**src/verilog/mouse_gui_params.svh**
```systemverilog
// ==============================
// timing is fixed 640x480 at one pixel per clk_pixel cycle
// block shifts must leave an 11-bit table address
// ==============================
`ifndef MOUSE_GUI_PARAMS_SVH
`define MOUSE_GUI_PARAMS_SVH

// PS/2 receive side
`define PS2_SYNC_STAGES 2
`define PS2_FRAME_BITS  11

// horizontal timing in pixels
`define H_ACTIVE     640
`define H_SYNC_START 656
`define H_SYNC_END   752
`define H_TOTAL      800

// vertical timing in lines
`define V_ACTIVE     480
`define V_SYNC_START 490
`define V_SYNC_END   492
`define V_TOTAL      525

// canvas blocks are 32x16 pixels
`define BLOCK_X_SHIFT 5
`define BLOCK_Y_SHIFT 4
`define CROSSHAIR_COLOR 9'h1FF

`endif

```
**src/verilog/mouse_gui_pkg.sv**
```systemverilog
// ==============================
// coordinates are 10 bits wide, enough for 640x480 plus blanking
// ==============================
package mouse_gui_pkg;

    // 3:3:3 color, red in the top bits
    typedef struct packed {
        logic [2:0] r;
        logic [2:0] g;
        logic [2:0] b;
    } color_t;

    // bit order matches byte 0 of a PS/2 movement packet
    typedef struct packed {
        logic middle;
        logic right;
        logic left;
    } buttons_t;

    typedef struct packed {
        logic [9:0] x;
        logic [9:0] y;
        buttons_t   buttons;
    } mouse_state_t;

    // sync lines are active low
    typedef struct packed {
        logic [9:0] x;
        logic [9:0] y;
        logic       hsync;
        logic       vsync;
        logic       blank;
    } beam_t;

    typedef struct packed {
        beam_t  beam;
        color_t color;
    } pixel_out_t;

endpackage

```
**src/verilog/video_timing.sv**
```systemverilog
// ==============================
// fixed 640x480 timing, one pixel per clock
// beam fields are decoded straight from the counters
// ==============================
`timescale 1ns/1ps
`include "mouse_gui_params.svh"

module video_timing
    import mouse_gui_pkg::*;
(
    input  logic  clk_pixel,
    input  logic  rst_n,
    output beam_t beam
);

    logic [9:0] h_cnt;
    logic [9:0] v_cnt;
    logic       h_last;
    logic       v_last;

    assign h_last = (h_cnt == 10'(`H_TOTAL - 1));
    assign v_last = (v_cnt == 10'(`V_TOTAL - 1));

    always_ff @(posedge clk_pixel or negedge rst_n)
    begin
        if (!rst_n)
        begin
            h_cnt <= '0;
            v_cnt <= '0;
        end
        else if (h_last)
        begin
            h_cnt <= '0;
            // line count steps only at the end of a line
            if (v_last)
                v_cnt <= '0;
            else
                v_cnt <= v_cnt + 10'd1;
        end
        else
        begin
            h_cnt <= h_cnt + 10'd1;
        end
    end

    always_comb
    begin
        beam.x     = h_cnt;
        beam.y     = v_cnt;
        // sync pulses are active low
        beam.hsync = !((h_cnt >= 10'(`H_SYNC_START)) && (h_cnt < 10'(`H_SYNC_END)));
        beam.vsync = !((v_cnt >= 10'(`V_SYNC_START)) && (v_cnt < 10'(`V_SYNC_END)));
        beam.blank = (h_cnt >= 10'(`H_ACTIVE)) || (v_cnt >= 10'(`V_ACTIVE));
    end

endmodule

```
**config.mk**
```make
export PLATFORM = sky130hd
export DESIGN_NAME = video_timing
export DESIGN_NICKNAME = d
export VERILOG_FILES = /design/src/verilog/mouse_gui_pkg.sv /design/src/verilog/video_timing.sv
export VERILOG_INCLUDE_DIRS = /design/src /design/src/verilog
export SDC_FILE = /design/constraint.sdc
export NUM_CORES = 1
export LEC_CHECK = 0
export ABC_AREA = 0
export BUFFER_PORTS_ARGS = -buffer_cell sky130_fd_sc_hd__buf_2
export CAP_MARGIN = 20
export CORE_MARGIN = 2
export CORE_UTILIZATION = 25
export CTS_CLUSTER_DIAMETER = 100
export DETAILED_ROUTE_END_ITERATION = 8
export GPL_ROUTABILITY_DRIVEN = 0
export RECOVER_POWER = 25
export REMOVE_ABC_BUFFERS = 1
export SYNTH_ARGS = -nofsm -noshare
export SYNTH_HDL_FRONTEND = slang
export SYNTH_SLANG_ARGS = --single-unit
```
**constraint.sdc**
```tcl
create_clock -name clk_pixel -period 4.11 [get_ports clk_pixel]
set_clock_uncertainty 0.15 [all_clocks]
set_input_delay 1.233 -clock clk_pixel [delete_from_list [all_inputs] [get_ports clk_pixel]]
set_output_delay 1.233 -clock clk_pixel [all_outputs]
set_load 0.02 [all_outputs]
```
* Word level (Yosys, flattened, before mapping)
Index checks and enable logic that the tools add are counted.
Word-level totals: output and inout port bits 23, input port bits 2, logic and storage cells 19, flip-flop bits (word level) 20
Cells by class: order comparisons 6, mux-type cells 2, add/subtract/negate cells 2, equal/unequal tests 2, reductions and logical operators 5
Operators by type and width (count):
- adder 10 x 1 -> 10 bit (second input constant) | 2
- equality test 10 bit (second input constant) | 2
- greater-or-equal comparator 10 bit (second input constant) | 2
- greater-or-equal comparator 10 x 9 -> 1 bit (second input constant) | 2
- two-way mux 10 bit | 2
- < comparator 10 bit (second input constant) | 1
- < comparator 10 x 9 -> 1 bit (second input constant) | 1
- logical AND 1 bit | 2
- logical NOT 1 bit | 2
- logical OR 1 bit | 1

* Depth between registers and ports, before layout
depth after elaboration 3, gate-level depth with buffers 6

* Worst setup path before layout
Ideal clock, no wire load.
path type register to output, start point reg v_cnt[0], end point out beam[1] (netlist bit), buffers on the path 0, arrival time 1.211 ns, cell stages (with the launch flop) 4, path slack 1.516 ns, required time 2.727 ns, path through dfrtp_1 -> inv_1 -> ha_1 -> o2111ai_1
RTL lines:
- start: declaration | line video_timing.sv:17 | logic [9:0] v_cnt;
- start signal: assignment | line video_timing.sv:38 | v_cnt <= v_cnt + 10'd1;
- end: declaration | line video_timing.sv:13 | output beam_t beam

==> results.txt <==
----------------------------------------------------
[Placed design]
  HPWL after DPL ... 1780 um
  Cell area reported after detailed placement ... roughly 1200 um2
  I/O Buffers ... 24
  Worst-case setup slack after placement ... 1630 ps

[Worst setup path]
  Capture instance of the worst register-to-register path ... v_cnt[9]
  R2R cell count ... 5
  Worst path slowest cell ... sky130_fd_sc_hd__dfrtp_1
  Required time of the critical path ... 2730 ps
  Largest delay share family, worst path ... flip-flops
  FF-to-FF Start ... h_cnt[0]
  CP cell instances ... inv_1 -> ha_1 -> o2111ai_1 -> buf_2
  Startpoint of the worst setup timing path ... v_cnt[0]
  CP max stage delay ... 430 ps
  Highest net fanout along the worst path ... 5
  Count of cell instances traversed by the critical path ... 4
  Minimum setup slack among reg-to-reg paths ... about 1700 ps
  Kind of end point of the critical path ... primary output
  Worst setup path category ... reg2out
  Worst setup path endpoint ... beam[1]
  Startpoint type of the worst setup path ... register
  Arr. time, crit path ... between 1000 and 1500 ps
  Count of buffer and inverter cells on the critical path ... 2

[Drt]
  Vias post-DR ... between 800 and 900
  Initial detailed-routing violation count ... 48
  DRC errors left ... 0
  First drt pass iteration count ... 4
  Per-cell via count in the routed design ... about 4.8
  Total wire length ... around 2300 um
  DR WL/cell ... approximately 13 um
  Detail Route Antenna Nets ... 0

[Power]
  Peak supply drop ... between 100 and 150 uV
  Part of the total power dissipated in sequential elements ... 0.561
  Net Sw Power ... 68.3 uW
  Reported leakage power ... around 0.59 nW
  Power Density ... between 200 and 300 nW/um2
  Sw Share ... 0.195
  Pint ... 282 uW
  Clock power share ... 0.427
  Relative contribution of combinational cells to total power ... 0.011

[Cells and area]
  # nets final ... approximately 140
  Final Instance Area ... roughly 1300 um2
  Filler cell count in the final layout ... roughly 420
  Most common cell after layout, fill and taps aside ... sky130_fd_sc_hd__buf_2
  Share of cells above drive strength 1 ... 0.226
  Final core occ ... 0.317
  Area of combinational cells with multiple inputs ... 507 um2
  Number of antenna diodes ... 0
  Growth of design area from synthesis to finish ... 21.7%
  Reg area ... around 500 um2
  Most frequent cells in the layout ... sky130_fd_sc_hd__buf_2, sky130_fd_sc_hd__dfrtp_1, sky130_fd_sc_hd__nor2_1

[Die]
  Die Width ... 68.6 um
  Die footprint ... approximately 4700 um2
  Number of standard-cell rows in the floorplan ... 23
  Die span in y ... ~70 um
  Number of top-level pins ... 25
  Placeable core area ... roughly 4000 um2
  Initial Utilization ... 0.261

[Flow run]
  Total of max-cap violations ... 0

[Clocking]
  Max clock buf depth ... 2
  Clock tree from TritonCTS ... yes
  Buffers inserted during post-CTS setup optimization ... 0
  CTS clock-pin slew for the worst setup and hold paths ... approximately 80 ps
  Skew-Pair Late Insertion Delay ... 250 ps
  Clock H-tree levels ... 1
  CTS buffer count ... 3
  Number of cells upsized or downsized after cts ... 0
  Clock Tree Root ... sky130_fd_sc_hd__clkbuf_8
  Sink Count ... 20
  # hold bufs at CTS ... 0

[Min path]
  Worst hold path class ... reg2reg
  Hold Startpoint ... v_cnt[7]

[GRT]
  Vias in the first global route ... approximately 870
  Global route total overflow ... 0
  Initial antenna violation count ... 0
  Pin count of the biggest net entering global routing ... 21
  Total track usage ... 0.115
  Wire length of the first global-routing pass ... just over 4000 um

[Timing]
  Final WS setup ... approximately 1300 ps
  Tcrit/Tclk final ... 0.672
  Time the worst path needs with I/O delays and setup ... between 2000 and 3000 ps
  Fmax ... approximately 0.36 GHz
  Normalized max-slew margin ... 0.255
  Slew of the pin with the lowest slew margin ... 1120 ps
  Final hold vios ... 0
  RSZ-0062 raised after global routing ... no
  Final TNS setup ... 0 ps
  Final Max Slew Viols ... 0
  Setup violators final ... 0

[Run status]
  Outcome ... finished clean

[Synth]
  Summed instance area of the synthesized netlist ... between 1000 and 1500 um2
  Number of warnings reported in the yosys synthesis log ... 0
  Post-synthesis sequential area ratio ... 0.480
  Top-area cell type share of the netlist area ... 0.480
  Synthesized area per cell ... slightly below 10 um2
  Largest area contributor in the synthesized netlist ... sky130_fd_sc_hd__dfrtp_1
  Ranking of synthesized cells by area ... sky130_fd_sc_hd__dfrtp_1, sky130_fd_sc_hd__xnor2_1, sky130_fd_sc_hd__ha_1, sky130_fd_sc_hd__nand3_1, sky130_fd_sc_hd__nor2_1
  Count of cell types in the netlist ... 25
  Syn Inst Count ... 107
  Flop and latch count out of synthesis ... 20

----------------------------------------------------
[cell families after synthesis]
| family | share of synthesized area |
|---|---|
| simple gates | 0.254 |
| flops | 0.480 |
| xor+xnor | 0.118 |
| compound gates | 0.0540 |
| buf+inv | 0.0348 |
| fa+ha+maj | 0.0600 |
[synthesized netlist by cell type, drive strengths merged]
library cell / n
or4: 1
o31ai: 2
xor2: 5
ha: 5
a21o: 1
nor3: 3
nand3b: 1
xnor2: 9
and2: 1
a21oi: 1
dfrtp: 20
and3: 4
nor4: 4
nand2: 5
buf: 2
nand3: 11
o21ai: 4
inv: 7
nand4: 3
o2111ai: 1
nor2: 12
nor3b: 1
or3: 2
nor4b: 2
[flip-flops by register name, summed over array words and instances, names as in the netlist]
register / flops
v_cnt: 10
h_cnt: 10
[through the flow]
stage | std cells | hold WS [ps] | total power [mW]
4_1_cts | 183 | 374 | 0.352
5_1_grt | 183 | 410 | 0.364
2_1_floorplan | 105 | 458 | 0.201
3_5_place_dp | 179 | 355 | 0.205
3_3_place_gp | 179 | 360 | 0.205
6_report | 183 | 377 | 0.350
[worst register-to-register path, delay by kind of cell, from the launching register on]
family | cells | cell delay (ps)
DFF | 1 | 440
adders and majority gates | 1 | 260
and+or+nand+nor | 3 | 1300
AOI/OAI and AO/OA | 1 | 150
[area by class of cell]
type                       count  area share
multi-input combinational     78       0.399
inverter                       7      0.0207
tap                           50      0.0493
sequential                    20       0.394
clock buffer                   4      0.0433
timing repair buffer          24      0.0936
[routing by layer]
metal / global-route usage / part of all wire
met1: 0.156 / 0.47
met2: 0.184 / 0.47
met3: 0.0162 / 0.043
met4: 0.0450 / 0.020
met5: 0 / 0
[worst min path at each step]
stage / end / slack, ps / cells past startpoint
floorplan: v_cnt[7] / 460 / 1
global placement: v_cnt[7] / 360 / 1
detailed placement: v_cnt[7] / 350 / 1
CTS: v_cnt[7] / 370 / 1
global route: v_cnt[7] / 410 / 1
finish: v_cnt[7] / 380 / 1
[power groups by stage]
| stage | clock (mW) | sequential (mW) | combinational, mW |
|---|---|---|---|
| CTS | 0.151 | 0.197 | 0.00454 |
| global placement | 0 | 0.200 | 0.00436 |
| floorplan | 0 | 0.201 | 0.000000186 |
| detailed placement | 0 | 0.200 | 0.00447 |
| finish | 0.150 | 0.197 | 0.00402 |
| global route | 0.162 | 0.197 | 0.00483 |
(Power assumes the default switching activity.)
