--- config.mk ---
export PLATFORM = sky130hd
export DESIGN_NAME = mouse_tracker
export DESIGN_NICKNAME = d
export VERILOG_FILES = /design/src/verilog/mouse_gui_pkg.sv /design/src/verilog/mouse_tracker.sv
export VERILOG_INCLUDE_DIRS = /design/src /design/src/verilog
export SDC_FILE = /design/constraint.sdc
export NUM_CORES = 1
export LEC_CHECK = 0
export ABC_AREA = 1
export ABC_CLOCK_PERIOD_IN_PS = 2500
export BUFFER_PORTS_ARGS = -buffer_cell sky130_fd_sc_hd__buf_2
export CAP_MARGIN = 40
export CORE_MARGIN = 1.5
export CORE_UTILIZATION = 58
export DETAILED_ROUTE_END_ITERATION = 8
export MAX_ROUTING_LAYER = met4
export PLACE_DENSITY = 0.82
export RECOVER_POWER = 25
export SLEW_MARGIN = 20
export SYNTH_ARGS = -nofsm -noshare
export SYNTH_HDL_FRONTEND = slang
export SYNTH_SLANG_ARGS = --single-unit
--- constraint.sdc ---
create_clock -name clk_pixel -period 2.5 [get_ports clk_pixel]
set_input_delay 0.25 -clock clk_pixel [delete_from_list [all_inputs] [get_ports clk_pixel]]
set_output_delay 0.25 -clock clk_pixel [all_outputs]
set_load 0.1 [all_outputs]
--- src/verilog/mouse_gui_params.svh ---
// ==============================
// timing is fixed 640x480 at one pixel per clk_pixel cycle
// block shifts must leave an 11-bit table address
// ==============================
`ifndef MOUSE_GUI_PARAMS_SVH
`define MOUSE_GUI_PARAMS_SVH

// PS/2 receive side
`define PS2_SYNC_STAGES 2
`define PS2_FRAME_BITS  11

// horizontal timing in pixels
`define H_ACTIVE     640
`define H_SYNC_START 656
`define H_SYNC_END   752
`define H_TOTAL      800

// vertical timing in lines
`define V_ACTIVE     480
`define V_SYNC_START 490
`define V_SYNC_END   492
`define V_TOTAL      525

// canvas blocks are 32x16 pixels
`define BLOCK_X_SHIFT 5
`define BLOCK_Y_SHIFT 4
`define CROSSHAIR_COLOR 9'h1FF

`endif

--- src/verilog/mouse_gui_pkg.sv ---
// ==============================
// coordinates are 10 bits wide, enough for 640x480 plus blanking
// ==============================
package mouse_gui_pkg;

    // 3:3:3 color, red in the top bits
    typedef struct packed {
        logic [2:0] r;
        logic [2:0] g;
        logic [2:0] b;
    } color_t;

    // bit order matches byte 0 of a PS/2 movement packet
    typedef struct packed {
        logic middle;
        logic right;
        logic left;
    } buttons_t;

    typedef struct packed {
        logic [9:0] x;
        logic [9:0] y;
        buttons_t   buttons;
    } mouse_state_t;

    // sync lines are active low
    typedef struct packed {
        logic [9:0] x;
        logic [9:0] y;
        logic       hsync;
        logic       vsync;
        logic       blank;
    } beam_t;

    typedef struct packed {
        beam_t  beam;
        color_t color;
    } pixel_out_t;

endpackage

--- src/verilog/mouse_tracker.sv ---
// ==============================
// three-byte packets only, no wheel byte
// pointer is clamped to the 640x480 active area
// ==============================
`timescale 1ns/1ps
`include "mouse_gui_params.svh"

module mouse_tracker
    import mouse_gui_pkg::*;
(
    input  logic         clk_pixel,
    input  logic         rst_n,
    input  logic [7:0]   byte_data,
    input  logic         byte_valid,
    output mouse_state_t mouse,
    output logic         packet_valid
);

    typedef enum logic [1:0] {
        WAIT_HDR,
        WAIT_DX,
        WAIT_DY
    } pkt_state_t;

    pkt_state_t         state;
    logic [7:0]         hdr;
    logic [7:0]         dx_low;
    logic signed [11:0] dx;
    logic signed [11:0] dy;
    logic signed [11:0] x_next;
    logic signed [11:0] y_next;
    logic [9:0]         x_clamped;
    logic [9:0]         y_clamped;
    logic               overflow;

    function automatic logic [9:0] clamp_pos(input logic signed [11:0] pos,
                                             input logic [9:0] limit);
        logic [9:0] result;
        if (pos < 0)
            result = '0;
        else if (pos > $signed({2'b00, limit}))
            result = limit;
        else
            result = pos[9:0];
        return result;
    endfunction

    // 9-bit movement, sign bits live in the header
    assign dx = {{4{hdr[4]}}, dx_low};
    assign dy = {{4{hdr[5]}}, byte_data};

    // screen y grows downward while PS/2 y grows upward
    assign x_next = $signed({2'b00, mouse.x}) + dx;
    assign y_next = $signed({2'b00, mouse.y}) - dy;

    assign x_clamped = clamp_pos(x_next, 10'(`H_ACTIVE - 1));
    assign y_clamped = clamp_pos(y_next, 10'(`V_ACTIVE - 1));
    assign overflow  = hdr[7] | hdr[6];

    always_ff @(posedge clk_pixel or negedge rst_n)
    begin
        if (!rst_n)
        begin
            state        <= WAIT_HDR;
            mouse        <= '0;
            packet_valid <= 1'b0;
        end
        else
        begin
            packet_valid <= 1'b0;
            if (byte_valid)
            begin
                case (state)
                    // bit 3 is always set in a real header, use it to resync
                    WAIT_HDR: if (byte_data[3]) state <= WAIT_DX;
                    WAIT_DX:  state <= WAIT_DY;
                    WAIT_DY:
                    begin
                        state         <= WAIT_HDR;
                        packet_valid  <= 1'b1;
                        mouse.buttons <= buttons_t'(hdr[2:0]);
                        if (!overflow)
                        begin
                            mouse.x <= x_clamped;
                            mouse.y <= y_clamped;
                        end
                    end
                    default:  state <= WAIT_HDR;
                endcase
            end
        end
    end

    always_ff @(posedge clk_pixel)
    begin
        if (byte_valid && (state == WAIT_HDR))
            hdr <= byte_data;
        if (byte_valid && (state == WAIT_DX))
            dx_low <= byte_data;
    end

endmodule

Word level (Yosys, flattened, before mapping)
Index checks and enable logic that the tools add are counted.
- add/subtract/negate cells: 2
- magnitude comparators: 4
- equal/unequal tests: 3
- mux-type cells: 8
- bitwise gates (word level): 2
- reduce and logical (&&, ||, !) cells: 6
- operators with widths (operator ; number):
    two-way mux 10 bit ; 4
    less-than comparator 12 x 1 -> 1 bit, second input constant ; 2
    adder 11 x 9 -> 12 bit ; 1
    greater-than comparator 12 x 10 -> 1 bit, second input constant ; 1
    greater-than comparator 12 x 11 -> 1 bit, second input constant ; 1
    subtractor 11 x 9 -> 12 bit ; 1
    one-hot mux 2 bit (2 select lines) ; 1
    AND reduction 2 bit ; 2
    AND reduction 3 bit ; 1
    == test 2 x 1 -> 1 bit, second input constant ; 1
    == test 2 bit, second input constant ; 1
    logical AND 1 bit ; 2
    zero test 2 bit ; 1
    two-way mux 1 bit ; 2
    two-way mux 2 bit ; 1
    != test 2 bit, second input constant ; 1
    NOT 1 bit ; 1
    bitwise OR 1 bit ; 1
- register bits after elaboration: 42
- bits of input ports: 11
- output and inout bits: 24
- logic and storage cells: 34

Longest topological paths before layout
- depth in word-level cells: 4
- depth in mapped cells: 16
- depth with buffers taken out: 16

Worst setup path after synthesis
Ideal clock, no wire load.
- path kind: reg2reg
- start: register mouse[13] (netlist bit)
- end: register mouse[14] (netlist bit)
- setup time: 120 ps
- arrival: 2503 ps
- data required time: 2380 ps
- path slack: -123 ps
- cell stages (with the launch flop): 16
- buffers on the path: 0
- cells stage by stage: dfrtp_1 ha_1 inv_1 fa_1 inv_1 nand3_1 nand3_1 nand2_1 nand2_1 nand2_1 nand2_1 nand2_1 nand3_2 nand3_1 nand2_1 nand2_1
- longest elaborated chain between the ends: 4
- elaborated cells between the ends (all ways): 5
- those cells by class: add/sub: 1; order compare: 2; mux: 2
- ends and longest elaborated chain (element ; line ; text):
    from (decl) ; mouse_tracker.sv:15 ; output mouse_state_t mouse,
    adder 11 x 9 -> 12 bit (*) ; mouse_tracker.sv:53 ; assign x_next = $signed({2'b00, mouse.x}) + dx;
    greater-than comparator 12 x 11 -> 1 bit ; mouse_tracker.sv:41 ; else if (pos > $signed({2'b00, limit}))
    two-way mux 10 bit ; mouse_tracker.sv:41 ;
    two-way mux 10 bit (*) ; mouse_tracker.sv:39 ; if (pos < 0)
Mark *: on every way between the ends. The rest lies on a longest branch, timed or not.
A chain may end at the register's enable or synchronous reset.

Worst setup path in the final report
- start: register mouse[3] (netlist bit)
- end: register mouse[11] (netlist bit)
- longest elaborated chain between the ends: 4
- elaborated cells between the ends (all ways): 5
- those cells by class: add/sub: 1; order compare: 2; mux: 2
- ends and longest elaborated chain (element ; line ; text):
    subtractor 11 x 9 -> 12 bit (*) ; mouse_tracker.sv:54 ; assign y_next = $signed({2'b00, mouse.y}) - dy;
    greater-than comparator 12 x 10 -> 1 bit ; mouse_tracker.sv:41 ;
    two-way mux 10 bit ; mouse_tracker.sv:41 ;
    two-way mux 10 bit (*) ; mouse_tracker.sv:39 ;
Marks and branches as above.

==> impl_metrics.tcl <==
set metrics [dict create \
    status "complete, but fails checks" \
    violations "max-capacitance violations, max-slew violations" \
    fillers 440 \
    cts_max_level 2 \
    grt_pass1_vias 2456 \
    synth_nets 419 \
    critPathCaptureType "flip-flop" \
    synth_top_cell_by_area "dfrtp_1" \
    clk_latency_ns 0.30 \
    first_iter_violations 144 \
    insertedDiodeCount 0 \
    layout_min_cycle_time_ns 2.262 \
    hp-start "byte_data[7]" \
    cts_resized 0 \
    async_flop_share 0.6341 \
    drv_slew 27 \
    finalCritPeriodShare 0.9049 \
    io_buffers 34 \
    rows 25 \
    fin_setup_tns_ns 0 \
    rsz0062_at_grt "false" \
    syn_avg_cell_area_um2 7.419 \
    final_util 0.6752 \
    die_w_um 73.09 \
    drive_above_1_share 0.1174 \
    ios 35 \
    crit_start "mouse[3]" \
    wirelength_mm 6.131 \
    firstDrtPassIters 4 \
    hold_viol 0 \
    synthCells 384 \
    worstMarginPinSlew_ns 1.526 \
    wire_per_inst_um 12.44 \
    synth_edf_count 15 \
    synth-seq-cells 41 \
    r2r-start "mouse[3]" \
    cts_tree "done" \
    grt_overflow_total 0 \
    postRouteAntennaNets 0 \
    arrival_ns 2.45 \
    synth_flop_cell "dfrtp_1" \
    path_clk_slew_ns 0.08 \
    holdWs_ns 0.1825 \
    cts-hold-fix-buffers 1 \
    synth_cell_types 30 \
    cp_max_fo 9 \
    numCtsBuffers 5 \
    hpwlAfterDp_mm 4.794 \
    min_path_type "in2reg" \
    post_cts_buffers 0 \
    cts-root-buf "clkbuf_8" \
    vias_per_cell 5.061 \
    required_ns 2.69 \
    fmax_ghz 0.4421 \
    grt_first_pass_wirelength_mm 10.70 \
    grt_max_degree 27 \
    fin_skew_ns 0.002761 \
    start_kind "flip-flop" \
    yosysMostFrequentCell "nand2_1" \
    die_area_um2 5341 \
    syn2layout_area_growth_pct 11.95 \
    vias 2495 \
    nNetsFinal 460 \
    relSlewSlack -0.01755 \
    antenna_found_initial 0 \
    synth_seq_area_share 0.3865 \
    synth_top_area_frac 0.2284 \
    synthTopCellsByArea "dfrtp_1 23%, nand2_1 20%, edfxtp_1 16%" \
    grt_usage 0.2707 \
    remaining_drc_errors 0 \
    syn_area_um2 2849 \
    gp_congestion 0.9494 \
    path_class "reg2reg" \
    clock_sinks 41 \
    synth-warning-count 0 \
    core_area_um2 4723 \
    clockBufferDepth 2 \
    netlist_top_cells_count "150 x nand2_1, 59 x inv_1, 35 x nand3_1" \
    die_h_um 73.09 \
    setup_viol 0 \
    start_util 0.6032 \
    maxCapViolCount 1 \
]
-- flip-flops by register name (all words and copies together), names as in the netlist --
signal and cells:
mouse 23, state 2, packet_valid 1, hdr 7, dx_low 8
-- stage by stage --
step,instance area [µm²],setup slack (ns),std cells
after floorplan,2851,0.03205,384
after global placement,3102,0.2811,484
after detailed placement,3102,0.2455,484
after CTS,3208,0.2291,493
after global routing,3189,0.02261,493
final,3189,0.2378,493
-- path summary, 6_finish.rpt --
path	to	slack [ns]	cells after the start
hold reg to reg	mouse[2]	0.46	2
setup / recovery	mouse[11]	0.24	16
hold / removal	dx_low[7]	0.18	1
min in group asynchronous	mouse[6]	0.85	2
setup reg to reg	mouse[11]	0.24	16
max in group asynchronous	mouse[13]	0.65	2
-- per-layer routing --
layer,GRT usage,vias to the layer above,routed length [µm]
met5,-,-,0
li1,-,1303,-
met4,0.1258,0,195
met2,0.4515,57,2984
met1,0.3224,1118,2738
met3,0.03867,17,213
-- cell usage in the layout (no fill, tap or decap), types with 2 or more instances in the layout --
master / Yosys / layout
nand3_1: 35 / 35
nand2_1: 150 / 150
nand2_2: 4 / 4
a21oi_1: 12 / 12
nand4_1: 5 / 5
nor3_1: 2 / 2
xnor2_1: 5 / 5
ha_1: 22 / 22
fa_1: 2 / 2
dfrtp_2: 0 / 2
clkbuf_1: 1 / 9
edfxtp_1: 15 / 15
o21ai_0: 3 / 3
xor2_1: 3 / 3
dfrtp_1: 26 / 24
nand3_2: 3 / 3
nor2_4: 3 / 2
nand4_2: 2 / 2
nor2_1: 21 / 22
buf_2: 0 / 25
inv_1: 59 / 60
clkbuf_8: 0 / 6
-- cells by family (layout without fill, tap and decap cells) --
kind of cell	Yosys count	in the layout	share of synthesized area
DFF	41	41	0.3865
AOI/OAI and AO/OA	21	21	0.04480
adders and majority gates	24	24	0.1107
xor gates and xnor gates	8	8	0.02459
buffers and inverters	63	105	0.08388
and+or+nand+nor	227	227	0.3496
-- final cells by class --
class	instances	area [µm²]	share of cell area
Inverter	62	235.2	0.07375
Multi-Input combinational cell	280	1501	0.4708
Timing Repair Buffer	35	168.9	0.05296
Tap cell	67	83.83	0.02628
Sequential cell	41	1104	0.3460
Clock buffer	6	82.58	0.02589
Clock inverter	2	13.76	0.004315
-- critical path, cell delays in order (launching register included) --
cell	delay [ns]
dfrtp_1	0.39
inv_1	0.06
ha_1	0.13
inv_1	0.07
fa_1	0.41
nand3_1	0.10
nand2_1	0.11
nand2_1	0.10
nand2_1	0.07
nand2_1	0.06
nand2_1	0.06
nand2_1	0.06
nand2_1	0.08
nor2_4	0.23
nand3_1	0.11
nand2_1	0.07
nand2_1	0.06
Power is left out: the tool's default activity adds up to more than one toggle a clock period on the data nets, which glitch-free logic cannot reach.
