### src/verilog/mouse_gui_params.svh
// ==============================
// timing is fixed 640x480 at one pixel per clk_pixel cycle
// block shifts must leave an 11-bit table address
// ==============================
`ifndef MOUSE_GUI_PARAMS_SVH
`define MOUSE_GUI_PARAMS_SVH

// PS/2 receive side
`define PS2_SYNC_STAGES 2
`define PS2_FRAME_BITS  11

// horizontal timing in pixels
`define H_ACTIVE     640
`define H_SYNC_START 656
`define H_SYNC_END   752
`define H_TOTAL      800

// vertical timing in lines
`define V_ACTIVE     480
`define V_SYNC_START 490
`define V_SYNC_END   492
`define V_TOTAL      525

// canvas blocks are 32x16 pixels
`define BLOCK_X_SHIFT 5
`define BLOCK_Y_SHIFT 4
`define CROSSHAIR_COLOR 9'h1FF

`endif

### src/verilog/ps2_frame_rx.sv
// ==============================
// receive only, the device must already be streaming
// bad parity or stop bit drops the frame silently
// ==============================
`timescale 1ns/1ps
`include "mouse_gui_params.svh"

module ps2_frame_rx
(
    input  logic       clk_pixel,
    input  logic       rst_n,
    input  logic       ps2_clk,
    input  logic       ps2_data,
    output logic [7:0] byte_data,
    output logic       byte_valid
);

    logic [`PS2_SYNC_STAGES-1:0] clk_sync;
    logic [`PS2_SYNC_STAGES-1:0] data_sync;
    logic                        clk_prev;
    logic                        clk_fall;
    logic                        data_bit;
    logic [3:0]                  bit_cnt;
    logic [7:0]                  shift_reg;
    logic                        parity_bit;
    logic                        stop_slot;
    logic                        frame_ok;

    // both lines idle high, so the synchronizer comes out of reset at ones
    always_ff @(posedge clk_pixel or negedge rst_n)
    begin
        if (!rst_n)
        begin
            clk_sync  <= '1;
            data_sync <= '1;
            clk_prev  <= 1'b1;
        end
        else
        begin
            clk_sync  <= {clk_sync[`PS2_SYNC_STAGES-2:0], ps2_clk};
            data_sync <= {data_sync[`PS2_SYNC_STAGES-2:0], ps2_data};
            clk_prev  <= clk_sync[`PS2_SYNC_STAGES-1];
        end
    end

    assign clk_fall  = clk_prev & ~clk_sync[`PS2_SYNC_STAGES-1];
    assign data_bit  = data_sync[`PS2_SYNC_STAGES-1];
    assign stop_slot = (bit_cnt == 4'(`PS2_FRAME_BITS - 1));

    // odd parity over data plus parity bit, stop bit must read high
    assign frame_ok = clk_fall & stop_slot & data_bit & (^{shift_reg, parity_bit});

    always_ff @(posedge clk_pixel or negedge rst_n)
    begin
        if (!rst_n)
        begin
            bit_cnt    <= '0;
            byte_valid <= 1'b0;
        end
        else
        begin
            byte_valid <= frame_ok;
            if (clk_fall)
            begin
                if (bit_cnt == 4'd0)
                begin
                    // hunt for a start bit of 0
                    if (!data_bit)
                        bit_cnt <= 4'd1;
                end
                else if (stop_slot)
                    bit_cnt <= '0;
                else
                    bit_cnt <= bit_cnt + 4'd1;
            end
        end
    end

    // data arrives LSB first, so shift in from the top
    always_ff @(posedge clk_pixel)
    begin
        if (clk_fall && (bit_cnt >= 4'd1) && (bit_cnt <= 4'd8))
            shift_reg <= {data_bit, shift_reg[7:1]};
        if (clk_fall && (bit_cnt == 4'd9))
            parity_bit <= data_bit;
        if (frame_ok)
            byte_data <= shift_reg;
    end

endmodule

### config.mk
export PLATFORM = sky130hd
export DESIGN_NAME = ps2_frame_rx
export DESIGN_NICKNAME = d
export VERILOG_FILES = /design/src/verilog/ps2_frame_rx.sv
export VERILOG_INCLUDE_DIRS = /design/src /design/src/verilog
export SDC_FILE = /design/constraint.sdc
export NUM_CORES = 1
export LEC_CHECK = 0
export ABC_AREA = 1
export BUFFER_PORTS_ARGS = -buffer_cell sky130_fd_sc_hd__buf_2
export CAP_MARGIN = 20
export CORE_ASPECT_RATIO = 1.2
export CORE_MARGIN = 2
export CORE_UTILIZATION = 35
export CTS_CLUSTER_SIZE = 10
export DETAILED_ROUTE_END_ITERATION = 16
export HOLD_SLACK_MARGIN = 0.02
export PLACE_DENSITY = 0.6
export SLEW_MARGIN = 20
export SYNTH_ARGS = -nofsm -noshare
export SYNTH_HDL_FRONTEND = slang
export SYNTH_SLANG_ARGS = --single-unit
### constraint.sdc
create_clock -name clk_pixel -period 2 [get_ports clk_pixel]
set_clock_uncertainty 0.2 [all_clocks]
set_input_delay 0.1 -clock clk_pixel [delete_from_list [all_inputs] [get_ports clk_pixel]]
set_output_delay 0.1 -clock clk_pixel [all_outputs]
set_load 0.05 [all_outputs]
* Word level (Yosys, flattened, before mapping) *
Index checks and enable logic that the tools add are counted.

storage, ports and cells
  bits in read-only memories = 0
  memory bits (writable) = 0
  input port bits = 4
  output and inout bits = 9
  bits in latches = 0
  memories = 0
  bits in registers = 27

operators by class
  equal/unequal tests = 3
  mux-type cells = 3
  bitwise logic cells = 5
  add/subtract/negate cells = 1
  $lt $le $gt $ge = 2
  div/mod/pow operators = 0
  multiply operators = 0
  reduce and logical (&&, ||, !) cells = 6
  shift operators = 0

operator list
  kind                                                                                 number
  4-bit two-way mux                                                                    3
  9-bit parity                                                                         1
  4-bit equality test, second input constant                                           2
  4-bit by 1-bit adder with 4-bit output, second input constant                        1
  1-bit bitwise AND                                                                    4
  4-bit by 1-bit greater-or-equal comparator with 1-bit output, second input constant  1
  4-bit less-or-equal comparator, second input constant                                1
  4-bit logical NOT                                                                    1
  1-bit logical AND                                                                    3
  2-bit != test, second input constant                                                 1
  2-bit AND reduction                                                                  1
  1-bit NOT                                                                            1

* Longest topological paths before layout *
  depth after elaboration = 5
  gate-level depth with buffers = 9
  depth with buffers taken out = 9

* Worst setup path after synthesis *
No wires, ideal clock.

  path kind = flip-flop to flip-flop
  start = register shift_reg[4]
  end = register byte_data[0], enable pin
  path slack = 0.253 ns
  stages on the path, launching flop included = 10
  clock period less this slack = 1.747 ns
  required time = 1.451 ns
  data arrival time = 1.198 ns
  buffers on the path = 0
  path through = edfxtp_1 -> inv_1 -> nand2_1 -> nand2_1 -> nand2_1 -> nand2_1 -> nand2_2 -> nand2_1 -> nand2_1 -> a21oi_2

between the ends
  longest elaborated chain between the ends = 2

RTL lines
  item                      RTL line            text
  start: declaration        ps2_frame_rx.sv:24  logic [7:0] shift_reg;
  start signal: assignment  ps2_frame_rx.sv:83  shift_reg <= {data_bit, shift_reg[7:1]};
  9-bit parity              ps2_frame_rx.sv:51  assign frame_ok = clk_fall & stop_slot & data_bit & (^{shift_reg, parity_bit});
  1-bit bitwise AND         ps2_frame_rx.sv:51
  named net frame_ok        ps2_frame_rx.sv:27  logic frame_ok;
  end signal: assignment    ps2_frame_rx.sv:87  byte_data <= shift_reg;
  end: declaration          ps2_frame_rx.sv:14  output logic [7:0] byte_data,

The timed path passes the listed nets, and every way through them passes these cells.
A chain may end at the register's enable or synchronous reset.

* Final worst setup path *
  start = register shift_reg[2]
  end = register byte_data[1], enable pin

The elaborated chain is that of the path after synthesis.

==> impl_metrics.xml <==
<?xml version="1.0" encoding="UTF-8"?>
<metrics>
  <group name="timing">
    <metric name="totalNegativeSetupSlack" unit="ns">0</metric>
    <metric name="report.final.setup_viol" unit="">0</metric>
    <metric name="timing.final.hold_violations" unit="">0</metric>
    <metric name="fmax" unit="MHz">556</metric>
    <metric name="rsz_0062_raised_after_global_routing" unit="">no</metric>
    <metric name="slew_viol_final" unit="">0</metric>
    <metric name="worst_slew_pin_tran" unit="ns">0.298</metric>
    <metric name="max-slew-margin-rel" unit="">0.801</metric>
    <metric name="final.period_utilization" unit="">0.900</metric>
    <metric name="layout_min_cycle_time" unit="ns">1.80</metric>
  </group>
  <group name="setup_path">
    <metric name="critPathCaptureType" unit="">register</metric>
    <metric name="worst_path_max_delay_cell" unit="">edfxtp_1</metric>
    <metric name="critPathMaxFanout" unit="">9</metric>
    <metric name="max_stage_delay" unit="ns">0.49</metric>
    <metric name="timing.critical_path.arrival" unit="ns">1.66</metric>
    <metric name="critPathLaunchType" unit="">register</metric>
    <metric name="timing.critical_path.max_delay_family" unit="">flip-flops</metric>
    <metric name="critical_path_class" unit="">reg2reg</metric>
    <metric name="timing.critical_path.required" unit="ns">1.86</metric>
    <metric name="worstPathBufferInverterCount" unit="">2</metric>
    <metric name="crit_path_cell_trace" unit="">inv_1, nand2_1, nand2_1, nand2_1, nand2_1, nand2_2, nand2_1, nand2_1, a21oi_2, buf_4</metric>
    <metric name="cpMostUsedCell" unit="">nand2_1</metric>
  </group>
  <group name="clock_tree">
    <metric name="worstSkewPairLatency" unit="ns">0.33</metric>
    <metric name="maximum_count_of_clock_buffers_along_a_single_path" unit="">2</metric>
    <metric name="cts_num_sinks" unit="">27</metric>
    <metric name="cts_made_buffers" unit="">3</metric>
    <metric name="cts_tree" unit="">done</metric>
    <metric name="cts_post_setup_buffers_inserted" unit="">0</metric>
    <metric name="root_buffer_master" unit="">clkbuf_4</metric>
    <metric name="ctsResizeCount" unit="">0</metric>
    <metric name="holdBufCountCts" unit="">4</metric>
    <metric name="cts_max_level" unit="">1</metric>
    <metric name="clkTransAtPathRegs" unit="ns">0.14</metric>
  </group>
  <group name="power">
    <metric name="pwr_density_cell" unit="nW/um2">995</metric>
    <metric name="combinationalPowerShare" unit="">0.235</metric>
    <metric name="pwr-share-seq" unit="">0.582</metric>
    <metric name="power.share.switching" unit="">0.324</metric>
    <metric name="total_switching_power" unit="mW">0.421</metric>
    <metric name="fin_total_pwr" unit="mW">1.30</metric>
    <metric name="internal_power" unit="mW">0.878</metric>
    <metric name="power.ir.vdd_worst" unit="uV">525</metric>
    <metric name="static-leakage-power" unit="nW">0.565</metric>
    <metric name="power_frac_clock" unit="">0.183</metric>
  </group>
  <group name="yosys">
    <metric name="synth_warnings" unit="">0</metric>
    <metric name="synth_cell_types" unit="">20</metric>
    <metric name="syn_area_per_cell" unit="um2">11.7</metric>
    <metric name="ys_top_cells_by_area" unit="">edfxtp_1 (46%), dfstp_2 (12%), dfrtp_1 (11%)</metric>
    <metric name="seq_area_frac_synth" unit="">0.686</metric>
    <metric name="postSynthNetCount" unit="">100</metric>
    <metric name="synth.ff_latch_count" unit="">27</metric>
    <metric name="yosys.area.top_type" unit="">edfxtp_1</metric>
    <metric name="synthesis.area" unit="um2">1120</metric>
    <metric name="number_of_cells_produced_by_synthesis" unit="">96</metric>
    <metric name="post-synth-top-area-fraction" unit="">0.456</metric>
  </group>
  <group name="global_route">
    <metric name="grt_max_degree" unit="">16</metric>
    <metric name="gr-usage-all-layers" unit="">0.102</metric>
    <metric name="grt_pass1_vias" unit="">686</metric>
    <metric name="globalRouteOverflowTotal" unit="">0</metric>
    <metric name="antenna_found_initial" unit="">0</metric>
    <metric name="grt_pass1_wl" unit="mm">2.86</metric>
  </group>
  <group name="finish">
    <metric name="antennaDiodeCount" unit="">0</metric>
    <metric name="final_layout_size_suffix_gt1_frac" unit="">0.305</metric>
    <metric name="fin_nets" unit="">123</metric>
    <metric name="multiInputGateArea" unit="um2">292</metric>
    <metric name="fill_cells" unit="">287</metric>
    <metric name="finalNonFillerCells" unit="">154</metric>
    <metric name="syn2layout_area_growth" unit="%">16.8</metric>
    <metric name="register_area" unit="um2">767</metric>
  </group>
  <group name="detailed_routing">
    <metric name="initialDrtViolationCount" unit="">11</metric>
    <metric name="route.detailed.wl_per_inst" unit="um">11.1</metric>
    <metric name="detailed_route_wire_length" unit="mm">1.70</metric>
    <metric name="drt-vias-per-instance" unit="">4.49</metric>
    <metric name="ant_nets_after_route" unit="">0</metric>
    <metric name="vias" unit="">692</metric>
    <metric name="initial_drt_pass_iterations" unit="">4</metric>
    <metric name="remaining_drc_errors" unit="">0</metric>
  </group>
  <group name="job">
    <metric name="cap_violations" unit="">0</metric>
  </group>
  <group name="placed_design">
    <metric name="place_hpwl" unit="mm">1.23</metric>
    <metric name="place_congestion" unit="">0.763</metric>
    <metric name="port_buffers" unit="">12</metric>
    <metric name="numPlacedInstances" unit="">146</metric>
  </group>
  <group name="floorplanning">
    <metric name="rows" unit="">22</metric>
    <metric name="die_width" unit="um">55.6</metric>
    <metric name="die-area" unit="um2">3670</metric>
    <metric name="io_pins" unit="">13</metric>
    <metric name="die_y" unit="um">65.9</metric>
    <metric name="core" unit="um2">3060</metric>
    <metric name="start_util" unit="">0.366</metric>
  </group>
  <group name="run_status">
    <metric name="run_status" unit="">completed</metric>
  </group>
  <group name="hold_path">
    <metric name="hold_class" unit="">in2async</metric>
  </group>
</metrics>
==> Yosys cell counts <==
library cell	number
a21oi_1	1
a21oi_2	1
dfrtp_1	5
dfstp_2	5
edfxtp_1	17
inv_1	13
inv_2	3
nand2_1	23
nand2_2	3
nand3_1	4
nand3_2	2
nor2_1	4
nor2_2	2
nor2_4	1
nor3_1	1
o21ai_0	1
o21ai_1	3
o21ai_4	1
xnor2_1	2
xor2_1	4
==> worst paths after layout <==
path | from | to | slack [ns] | depth (start not counted)
max in group asynchronous | rst_n | bit_cnt[1] | 0.78 | 3
max | shift_reg[2] | byte_data[1] | 0.20 | 10
max reg2reg | shift_reg[2] | byte_data[1] | 0.20 | 10
min reg2reg | data_sync[0] | data_sync[1] | 0.17 | 0
min | rst_n | clk_sync[0] | 0.09 | 2
min in group clk_pixel | data_sync[0] | data_sync[1] | 0.17 | 0
==> power groups by stage <==
stage,clock network [mW],logic (mW),registers [mW]
finish,0.238,0.306,0.756
global route,0.271,0.349,0.769
CTS,0.247,0.308,0.756
detailed placement,0,0.300,0.768
global placement,0,0.291,0.764
floorplan,0,0.240,0.755
==> per-layer routing <==
| layer | track usage | routed length, um |
|---|---|---|
| met4 | 0.0640 | 41 |
| met3 | 0.0176 | 60 |
| met2 | 0.185 | 834 |
| met1 | 0.112 | 764 |
| met5 | 0 | 0 |
==> area by class of cell <==
| cell class | count | share of cell area |
|---|---|---|
| inverter | 16 | 0.0460 |
| timing repair buffer | 18 | 0.0881 |
| sequential | 27 | 0.587 |
| multi-input combinational | 53 | 0.223 |
| clock buffer | 3 | 0.0172 |
| clock inverter | 1 | 0.00383 |
| tap | 36 | 0.0345 |
==> cell usage in the layout (no fill, tap or decap), drive strengths merged <==
| master | synthesis | routed |
|---|---|---|
| nor3 | 1 | 1 |
| o21ai | 5 | 5 |
| inv | 16 | 16 |
| buf | 0 | 14 |
| dfrtp | 5 | 5 |
| dfstp | 5 | 5 |
| edfxtp | 17 | 17 |
| clkbuf | 0 | 3 |
| dlygate4sd3 | 0 | 4 |
| a21oi | 2 | 2 |
| xor2 | 4 | 4 |
| nand2 | 26 | 26 |
| clkinv | 0 | 1 |
| nand3 | 6 | 6 |
| nor2 | 7 | 7 |
| xnor2 | 2 | 2 |
==> logic make-up (layout without fill, tap and decap cells) <==
family,count (synthesis),in the layout,synth area share
flops,27,27,0.686
buf+inv,16,38,0.0537
simple gates,40,40,0.169
compound gates,7,7,0.0447
xor+xnor,6,6,0.0470
==> per-stage QoR <==
stage	worst slack, ns	utilization	hold WS [ns]	area, um2
after floorplan	0.253	-	-0.396	1120
after global placement	0.280	0.405	-0.224	1240
after detailed placement	0.195	0.405	-0.225	1240
after CTS	0.170	0.428	0.0704	1310
after global routing	0.0799	0.428	0.0906	1310
final	0.200	0.428	0.0929	1310
Power figures use the tool's default switching activity.
